## config.mk

```make
export PLATFORM = sky130hd
export DESIGN_NAME = flags_unit
export DESIGN_NICKNAME = d
export VERILOG_FILES = /design/src/cpu_pkg.sv /design/src/alu.sv /design/src/flag_ctrl_decode.sv /design/src/flags_unit.sv /design/src/status_reg.sv
export VERILOG_INCLUDE_DIRS = /design/src
export SDC_FILE = /design/constraint.sdc
export NUM_CORES = 1
export LEC_CHECK = 0
export ABC_CLOCK_PERIOD_IN_PS = 4100
export BUFFER_PORTS_ARGS = -buffer_cell sky130_fd_sc_hd__buf_2
export CORE_UTILIZATION = 40
export DETAILED_ROUTE_END_ITERATION = 12
export PLACE_DENSITY = 0.65
export SLEW_MARGIN = 10
export SYNTH_ARGS = -nofsm -noshare
export SYNTH_HDL_FRONTEND = slang
export SYNTH_SLANG_ARGS = --single-unit
```

## constraint.sdc

```tcl
create_clock -name clk -period 4.1 [get_ports clk]
set_clock_uncertainty 0.2 [all_clocks]
set_input_delay 0.615 -clock clk [delete_from_list [all_inputs] [get_ports clk]]
set_output_delay 0.615 -clock clk [all_outputs]
set_load 0.01 [all_outputs]
```

## src/cpu_defines.svh

```systemverilog
`ifndef CPU_DEFINES_SVH
`define CPU_DEFINES_SVH

// datapath width, one byte
`define DATA_W 8

// 6502 status byte layout
`define FLAG_C 0 // carry
`define FLAG_Z 1 // zero
`define FLAG_I 2 // irq disable
`define FLAG_D 3 // decimal, stored only
`define FLAG_B 4 // break, shows brk level
`define FLAG_U 5 // unused bit, also brk level
`define FLAG_V 6 // overflow
`define FLAG_N 7 // negative

`endif

```

## src/cpu_pkg.sv

```systemverilog
`include "cpu_defines.svh"

package cpu_pkg;

    // alu function select
    typedef enum logic [3:0] {
        ADC    = 4'd0,  // a + b + c
        SBC    = 4'd1,  // a + ~b + c
        AND    = 4'd2,
        ORA    = 4'd3,
        EOR    = 4'd4,
        ASL    = 4'd5,  // shift left, 0 in
        LSR    = 4'd6,  // shift right, 0 in
        ROL    = 4'd7,  // rotate left through c
        ROR    = 4'd8,  // rotate right through c
        PASS_B = 4'd9   // b straight to result
    } alu_op_e;

    // per-cycle micro-op kind
    typedef enum logic [3:0] {
        NOP = 4'd0,
        ALU = 4'd1,  // alu op, flags per class
        PLP = 4'd2,  // load flags from bus
        CLC = 4'd3,
        SEC = 4'd4,
        CLI = 4'd5,
        SEI = 4'd6,
        CLD = 4'd7,
        SED = 4'd8,
        CLV = 4'd9
    } uop_code_e;

    typedef struct packed {
        uop_code_e code;
        alu_op_e   alu_op; // only meaningful for ALU and PLP
    } uop_t;

    // flag source enables, decoder guarantees one source per flag
    typedef struct packed {
        logic db_c;
        logic db_z;
        logic db_i;
        logic db_d;
        logic db_v;
        logic db_n;
        logic zero_z;     // z from whole bus == 0
        logic man_c;
        logic man_i;
        logic man_d;
        logic carry_c;    // c from alu carry out
        logic overflow_v; // v from alu overflow
        logic clear_v;
        logic manual_set; // value for man_* enables
    } flag_ctrl_t;

    // status byte, seen as raw bits or as named flags
    typedef union packed {
        logic [`DATA_W-1:0] bits;
        struct packed {
            logic n;
            logic v;
            logic u;
            logic b;
            logic d;
            logic i;
            logic z;
            logic c;
        } flags;
    } psr_t;

endpackage

```

## src/alu.sv

```systemverilog
`include "cpu_defines.svh"

module alu (
    input  cpu_pkg::alu_op_e     op,        // function select
    input  logic [`DATA_W-1:0]   a,         // accumulator side
    input  logic [`DATA_W-1:0]   b,         // memory / operand side
    input  logic                 carry_in,  // registered c flag
    output logic [`DATA_W-1:0]   result,
    output logic                 carry_out,
    output logic                 overflow
);
    import cpu_pkg::*;

    logic [`DATA_W-1:0] b_op; // b, inverted for subtract
    logic [`DATA_W:0]   sum;  // extra bit is the carry

    // sbc is a + ~b + c, so c=1 means no borrow
    assign b_op = (op == SBC) ? ~b : b;
    assign sum  = {1'b0, a} + {1'b0, b_op} + {{`DATA_W{1'b0}}, carry_in};

    always_comb begin
        result    = '0;
        carry_out = 1'b0; // no carry unless op makes one
        overflow  = 1'b0;
        case (op)
            ADC, SBC: begin
                result    = sum[`DATA_W-1:0];
                carry_out = sum[`DATA_W];
                // signed overflow, operands same sign but sum differs
                overflow  = (a[`DATA_W-1] == b_op[`DATA_W-1]) &&
                            (sum[`DATA_W-1] != a[`DATA_W-1]);
            end
            AND: begin
                result = a & b;
            end
            ORA: begin
                result = a | b;
            end
            EOR: begin
                result = a ^ b;
            end
            ASL: begin
                result    = {a[`DATA_W-2:0], 1'b0};
                carry_out = a[`DATA_W-1]; // msb falls out
            end
            LSR: begin
                result    = {1'b0, a[`DATA_W-1:1]};
                carry_out = a[0];         // lsb falls out
            end
            ROL: begin
                result    = {a[`DATA_W-2:0], carry_in}; // old c into lsb
                carry_out = a[`DATA_W-1];
            end
            ROR: begin
                result    = {carry_in, a[`DATA_W-1:1]}; // old c into msb
                carry_out = a[0];
            end
            PASS_B: begin
                result = b; // used by plp to put b on the bus
            end
            default: begin
                result = '0;
            end
        endcase
    end

endmodule

```

## src/flag_ctrl_decode.sv

```systemverilog
module flag_ctrl_decode (
    input  cpu_pkg::uop_t      uop,  // current micro-op
    output cpu_pkg::flag_ctrl_t ctrl // per-flag enables to status_reg
);
    import cpu_pkg::*;

    // one source per flag at most, so status_reg needs no priority
    always_comb begin
        ctrl = '0; // nop and unknown codes touch nothing
        case (uop.code)
            ALU: begin
                case (uop.alu_op)
                    ADC, SBC: begin
                        ctrl.zero_z     = 1'b1;
                        ctrl.db_n       = 1'b1; // n is bit 7 of result
                        ctrl.carry_c    = 1'b1;
                        ctrl.overflow_v = 1'b1;
                    end
                    AND, ORA, EOR, PASS_B: begin
                        ctrl.zero_z = 1'b1;
                        ctrl.db_n   = 1'b1;
                    end
                    ASL, LSR, ROL, ROR: begin
                        ctrl.zero_z  = 1'b1;
                        ctrl.db_n    = 1'b1;
                        ctrl.carry_c = 1'b1; // shifted-out bit
                    end
                    default: begin
                        ctrl = '0;
                    end
                endcase
            end
            PLP: begin
                // whole byte from bus, alu passes b through
                ctrl.db_c = 1'b1;
                ctrl.db_z = 1'b1;
                ctrl.db_i = 1'b1;
                ctrl.db_d = 1'b1;
                ctrl.db_v = 1'b1;
                ctrl.db_n = 1'b1;
            end
            CLC, SEC: begin
                ctrl.man_c      = 1'b1;
                ctrl.manual_set = (uop.code == SEC);
            end
            CLI, SEI: begin
                ctrl.man_i      = 1'b1;
                ctrl.manual_set = (uop.code == SEI);
            end
            CLD, SED: begin
                ctrl.man_d      = 1'b1;
                ctrl.manual_set = (uop.code == SED);
            end
            CLV: begin
                ctrl.clear_v = 1'b1; // no sev on 6502
            end
            default: begin
                ctrl = '0;
            end
        endcase
    end

endmodule

```

## src/flags_unit.sv

```systemverilog
`include "cpu_defines.svh"

module flags_unit (
    input  logic                clk,
    input  logic                nrst,
    input  cpu_pkg::uop_t       uop,    // one micro-op per clock
    input  logic [`DATA_W-1:0]  a,
    input  logic [`DATA_W-1:0]  b,
    input  logic                brk,    // break level
    output logic [`DATA_W-1:0]  result, // alu result, same cycle
    output cpu_pkg::psr_t       psr     // status, one edge later
);
    import cpu_pkg::*;

    logic       carry;    // alu carry out
    logic       overflow; // alu signed overflow
    flag_ctrl_t ctrl;     // decoded flag enables

    // carry_in is the stored c, so adc/rol chain across cycles
    alu alu_i (
        .op        (uop.alu_op),
        .a         (a),
        .b         (b),
        .carry_in  (psr.flags.c),
        .result    (result),
        .carry_out (carry),
        .overflow  (overflow)
    );

    flag_ctrl_decode decode_i (
        .uop  (uop),
        .ctrl (ctrl)
    );

    // result doubles as the data bus into the register
    status_reg psr_i (
        .clk      (clk),
        .nrst     (nrst),
        .db       (result),
        .ctrl     (ctrl),
        .carry    (carry),
        .overflow (overflow),
        .brk      (brk),
        .psr      (psr)
    );

endmodule

```

## src/status_reg.sv

```systemverilog
`include "cpu_defines.svh"

module status_reg (
    input  logic                clk,
    input  logic                nrst,     // async clear of all flags
    input  logic [`DATA_W-1:0]  db,       // data bus, alu result
    input  cpu_pkg::flag_ctrl_t ctrl,     // enables from decoder
    input  logic                carry,    // alu carry out
    input  logic                overflow, // alu overflow
    input  logic                brk,      // break level for bits 5 and 4
    output cpu_pkg::psr_t       psr
);
    import cpu_pkg::*;

    psr_t bus;        // db seen as flags
    psr_t q, q_nxt;   // stored flags, b and u kept at 0

    assign bus.bits = db;

    always_ff @(posedge clk, negedge nrst) begin
        if (!nrst) begin
            q <= '0;
        end else begin
            q <= q_nxt;
        end
    end

    // each flag is an OR of enabled sources, or a hold
    always_comb begin
        q_nxt.flags.c = (ctrl.db_c & bus.flags.c) |
                        (ctrl.man_c & ctrl.manual_set) |
                        (ctrl.carry_c & carry) |
                        (~(ctrl.db_c | ctrl.man_c | ctrl.carry_c) & q.flags.c);
        q_nxt.flags.z = (ctrl.db_z & bus.flags.z) |
                        (ctrl.zero_z & ~|db) |       // zero test of whole bus
                        (~(ctrl.db_z | ctrl.zero_z) & q.flags.z);
        q_nxt.flags.i = (ctrl.db_i & bus.flags.i) |
                        (ctrl.man_i & ctrl.manual_set) |
                        (~(ctrl.db_i | ctrl.man_i) & q.flags.i);
        q_nxt.flags.d = (ctrl.db_d & bus.flags.d) |
                        (ctrl.man_d & ctrl.manual_set) |
                        (~(ctrl.db_d | ctrl.man_d) & q.flags.d);
        // clear_v only drops the hold term, so v goes to 0
        q_nxt.flags.v = (ctrl.db_v & bus.flags.v) |
                        (ctrl.overflow_v & overflow) |
                        (~(ctrl.db_v | ctrl.overflow_v | ctrl.clear_v) & q.flags.v);
        q_nxt.flags.n = (ctrl.db_n & bus.flags.n) |
                        (~ctrl.db_n & q.flags.n);
        q_nxt.flags.b = 1'b0; // not stored, comes from brk
        q_nxt.flags.u = 1'b0;
    end

    // output byte, break level shown live
    always_comb begin
        psr.bits[`FLAG_C] = q.flags.c;
        psr.bits[`FLAG_Z] = q.flags.z;
        psr.bits[`FLAG_I] = q.flags.i;
        psr.bits[`FLAG_D] = q.flags.d;
        psr.bits[`FLAG_B] = brk;
        psr.bits[`FLAG_U] = brk;
        psr.bits[`FLAG_V] = q.flags.v;
        psr.bits[`FLAG_N] = q.flags.n;
    end

endmodule

```

## Word-level counts from Yosys, hierarchy flattened

Cells that the tools add are included.

- Bits in registers: 6
- Input bits: 27
- Output and inout bits: 16

- Add/sub/neg operators: 2
- Equality and inequality tests: 20
- Muxes and demuxes: 15
- Bitwise logic cells: 47
- Reductions and logical operators: 12

Operators by type and width:

| kind | count |
|---|---|
| 8-bit case mux with 9 select lines | 1 |
| 4-bit by 3-bit equality test with 1-bit output (second input constant) | 8 |
| 1-bit OR | 19 |
| 1-bit bitwise AND | 18 |
| 4-bit by 2-bit equality test with 1-bit output (second input constant) | 4 |
| 4-bit equality test (second input constant) | 4 |
| 6-bit case mux with 2 select lines | 1 |
| 2-bit OR reduction | 6 |
| 10-bit OR reduction | 1 |
| 8-bit by 8-bit adder with 9-bit output | 1 |
| 9-bit by 1-bit adder with 9-bit output | 1 |
| 8-bit bitwise AND | 1 |
| 4-bit by 1-bit equality test with 1-bit output (second input constant) | 2 |
| 1-bit two-way mux | 8 |
| 8-bit two-way mux | 1 |
| 8-bit inverter | 1 |
| 8-bit OR | 1 |
| 8-bit OR reduction | 1 |
| 8-bit bitwise XOR | 1 |
| 1-bit inverter | 6 |
| 1-bit case mux with 3 select lines | 2 |
| 6-bit OR reduction | 1 |
| 4-bit logical NOT | 1 |
| 2-bit two-way mux | 2 |
| 4 further kinds | 4 |

## Logic depth before layout (Yosys ltp)

- Depth in word-level cells: 10
- Depth in mapped cells: 14
- Mapped depth without buffers: 12

## By module

Synthesis repeated with hierarchy kept, for this count alone.

- Cell total of the unflattened synthesis: 221
- Area, all modules: 1,727.9 sq um

Modules (own cells, without submodules):

| module | instances | cells each | area an instance (sq um) | sequential area each (sq um) |
|---|---|---|---|---|
| alu | 1 | 170 | 1,226.2 | 0.0 |
| status_reg | 1 | 24 | 304.0 | 150.1 |
| flag_ctrl_decode | 1 | 27 | 197.7 | 0.0 |

## Worst setup path after synthesis

Ideal clock, no wire load.

- Path type: input -> register
- Start: input uop[2] (netlist name)
- End: register psr_i.q[1] (netlist name)
- Arrival: 4,415 ps
- Slack: -592 ps
- Stages: 14
- Buffers on the path: 2
- Path through: buf_2 > or3_1 > clkbuf_1 > nor2_1 > xnor2_1 > fa_1 > inv_1 > fa_1 > nand2b_1 > a211oi_1 > or4_4 > or4_1 > or4_1 > o21ai_1

RTL lines:

| item | line | source |
|---|---|---|
| from (decl) | flags_unit.sv:6 | `input cpu_pkg::uop_t uop,` |
| to (signal assigned) | status_reg.sv:24 | `q <= q_nxt;` |
| to (decl) | status_reg.sv:16 | `psr_t q, q_nxt;` |

## Final worst setup path

- Start: input uop[1] (netlist name)
- End: output result[4]

- Cells in the longest elaborated chain, start to end: 5

RTL lines:

| item | line | source |
|---|---|---|
| 4-bit by 1-bit equality test with 1-bit output | alu.sv:18, alu.sv:25 |  |
| 8-bit two-way mux | alu.sv:18 | `assign b_op = (op == SBC) ? ~b : b;` |
| 8-bit by 8-bit adder with 9-bit output | alu.sv:19 | `` assign sum = {1'b0, a} + {1'b0, b_op} + {{`DATA_W{1'b0}}, carry_in}; `` |
| 9-bit by 1-bit adder with 9-bit output | alu.sv:19 |  |
| 8-bit case mux with 9 select lines * | alu.sv:25 | `case (op)` |
| to (decl) | flags_unit.sv:10 | `` output logic [`DATA_W-1:0] result, `` |

Mark *: on every way between the ends. The rest lies on a longest branch, timed or not.

==> metrics.cfg <==
[synth]
synth_edf_count = 0
synthDistinctLibCells = 59
synth.avg_cell_area_um2 = 7.45
synth_largest_area_cell = ha_1
syn_area_um2 = 1710
synth_top_cell_area_share = 0.168
yosysSeqAreaShare = 0.0876
synth_cells = 230
synthArstFlopShare = 1.00
synth_seq_cells = 6
synth_warnings = 0
synth_flop_cell = dfrtp_1
synth_area_leaders = ha_1 (17%), dfrtp_1 (8.8%), xnor2_1 (6.6%)
syn-num-nets = 282

[cts]
cts_tree = done
cts.sinks = 6
cts_buffers = 3
h-tree-depth = 1
cts.clk_slew.worst_paths_ps = 40
root_buffer = clkbuf_8
insertion_delay_ps = 220
post-cts-setup-buffer-count = 0
cts_buffer_depth = 2

[placement]
io_buffers = 39
gp_routability_congestion = 0.874
dp.cells = 319
pre_cts_ws_ps = -5.45
dp_hpwl_mm = 3.66
post_dp_cell_area_um2 = 2020

[floorplan]
io-pin-count = 43
die_h_um = 67.5
fp.dieW_um = 67.5
start_util = 0.422
core_area_um2 = 4060
fp-row-count = 23
die_area_um2 = 4550

[outcome]
status = completed

[worst_setup_path]
end_kind = output port
crit_required_ps = 3280
crit_arrival_ps = 3160
critical_path.cell_chain = buf_2, or3_1, nor2_4, xnor2_2, fa_2, inv_1, fa_1, a21o_1, a21oi_1, xnor2_1, a2111o_1, buf_2
slowest_delay_ps = 460
critPathKind = in -> out
cp_common_cell = buf_2
crit_path_top_delay_cell = a2111o_1
critPathLaunchType = primary input
cp_max_fo = 2

[cells_and_area]
diodes = 0
layout-drive-gt1-share = 0.254
area_growth_pct = 20.7
fin_cells = 322
final_cell_mix = buf_2 (39), ha_1 (23), inv_1 (22)
fin_nets = 326
n_fill_cell = 419
fin_area_um2 = 2070
final_common_cell = buf_2
final_core_util = 0.510

[route]
vias = 1816
routed_via_density = 5.64
wl_mm = 4.78
firstDrtPassIters = 4
antenna_left = 0
drt_iter0_drc = 119
drc = 0
wl_per_cell_um = 14.8

[global_routing]
grt-busiest-layer = met2
grt_pass1_wl_mm = 7.78
grt_use_met2 = 0.390
grt_pass1_vias = 1696
grt_use_total = 0.221
use_met1 = 0.295
grt_overflow = 0
grt_max_degree = 28
met3_usage = 0.0118
antenna_found_initial = 0

[sta]
drv_slew = 0
fmax_mhz = 252
setup_viol = 0
setup_slack_ps = 125
finalSetupTns_ps = 0
min_period_ps = 3980
worst_slew_margin_rel = 0.580
timing.final.crit_share = 0.970
max_slew.worst_pin.slew_ps = 630
hold_viol = 0
hold_slack_ps = 12.7

[power_and_ir_drop]
p_sw_mw = 0.175
switching_share = 0.409
total_power_mw = 0.428
power.density_nw_per_um2 = 207
max-vdd-ir-drop_uv = 69.3
p_clk_frac = 0.207
leakagePower_nw = 1.00
combPwrFrac = 0.608
p_int_mw = 0.253
seqPwrFrac = 0.185

[job]
drv_cap = 0

[worst_hold_path]
hold_class = in -> async

## Yosys cell counts, types with 2 or more instances
library cell,n
ha_1,23
inv_1,22
a21oi_1,19
nor2_1,15
nand2_1,14
xnor2_1,13
nand3b_1,8
o21ai_0,8
nand2b_1,7
nor3_1,7
dfrtp_1,6
a211oi_1,5
buf_2,5
buf_4,4
clkbuf_1,4
nand3_1,4
nor2b_1,4
o211ai_1,4
a2111o_1,3
a21o_1,3
a221oi_1,3
a22oi_1,3
mux2_2,3
or4_1,3
a22o_1,2
and2_1,2
and3_1,2
fa_1,2
or3b_2,2
## worst max-delay path: cells and delay by family
| kind | cells | cell delay, ps |
|---|---|---|
| adders and majority gates | 2 | 600 |
| AOI/OAI and AO/OA | 3 | 830 |
| xor gates and xnor gates | 2 | 210 |
| buffers and inverters | 3 | 310 |
| and+or+nand+nor | 2 | 580 |
## layout make-up
| class | count | area [um2] | share of cell area |
|---|---|---|---|
| Tap cell | 50 | 62.6 | 0.0302 |
| Sequential cell | 6 | 150 | 0.0726 |
| Timing Repair Buffer | 53 | 300 | 0.145 |
| Clock buffer | 3 | 41.3 | 0.0200 |
| Inverter | 23 | 86.3 | 0.0417 |
| Multi-Input combinational cell | 187 | 1430 | 0.690 |
## repair_timing
| action | 4_1_cts | 5_1_grt |
|---|---|---|
| gates resized for setup | 0 | 1 |
| hold buffers | 0 | 0 |
| endpoints found under the setup margin | 0 | 1 |
## layer usage
layer | routed length, um | part of all wire
met2 | 2330 | 0.49
met1 | 2240 | 0.47
met5 | 0 | 0
met3 | 180 | 0.038
met4 | 27 | 0.0057
## final timing paths
check / from / end / slack [ps] / depth (start not counted)
worst min-delay path: nrst / psr_i.q[2]$_DFF_PN0_ / 10 / 1
worst min register to register: register / register / 320 / 1
max in group asynchronous: nrst / psr_i.q[3]$_DFF_PN0_ / 3540 / 1
worst max-delay path: uop[1] / result[4] / 120 / 12
min in group clk: register / register / 320 / 1
worst max register to register: psr_i.q[0]$_DFF_PN0_ / psr_i.q[1]$_DFF_PN0_ / 800 / 10
## power groups by stage
stage	Combinational, mW	Sequential (mW)	Clock (mW)
global route	0.291	0.0803	0.0964
CTS	0.258	0.0792	0.0908
floorplan	0.167	0.0812	0
detailed placement	0.257	0.0793	0
finish	0.260	0.0792	0.0888
global placement	0.254	0.0794	0
## cell families after synthesis
logic type | share of synthesized area
simple gates | 0.261
compound gates | 0.269
flops | 0.0876
mux | 0.0255
fa+ha+maj | 0.191
xor+xnor | 0.0715
buf+inv | 0.0934
Power figures use the tool's default switching activity.
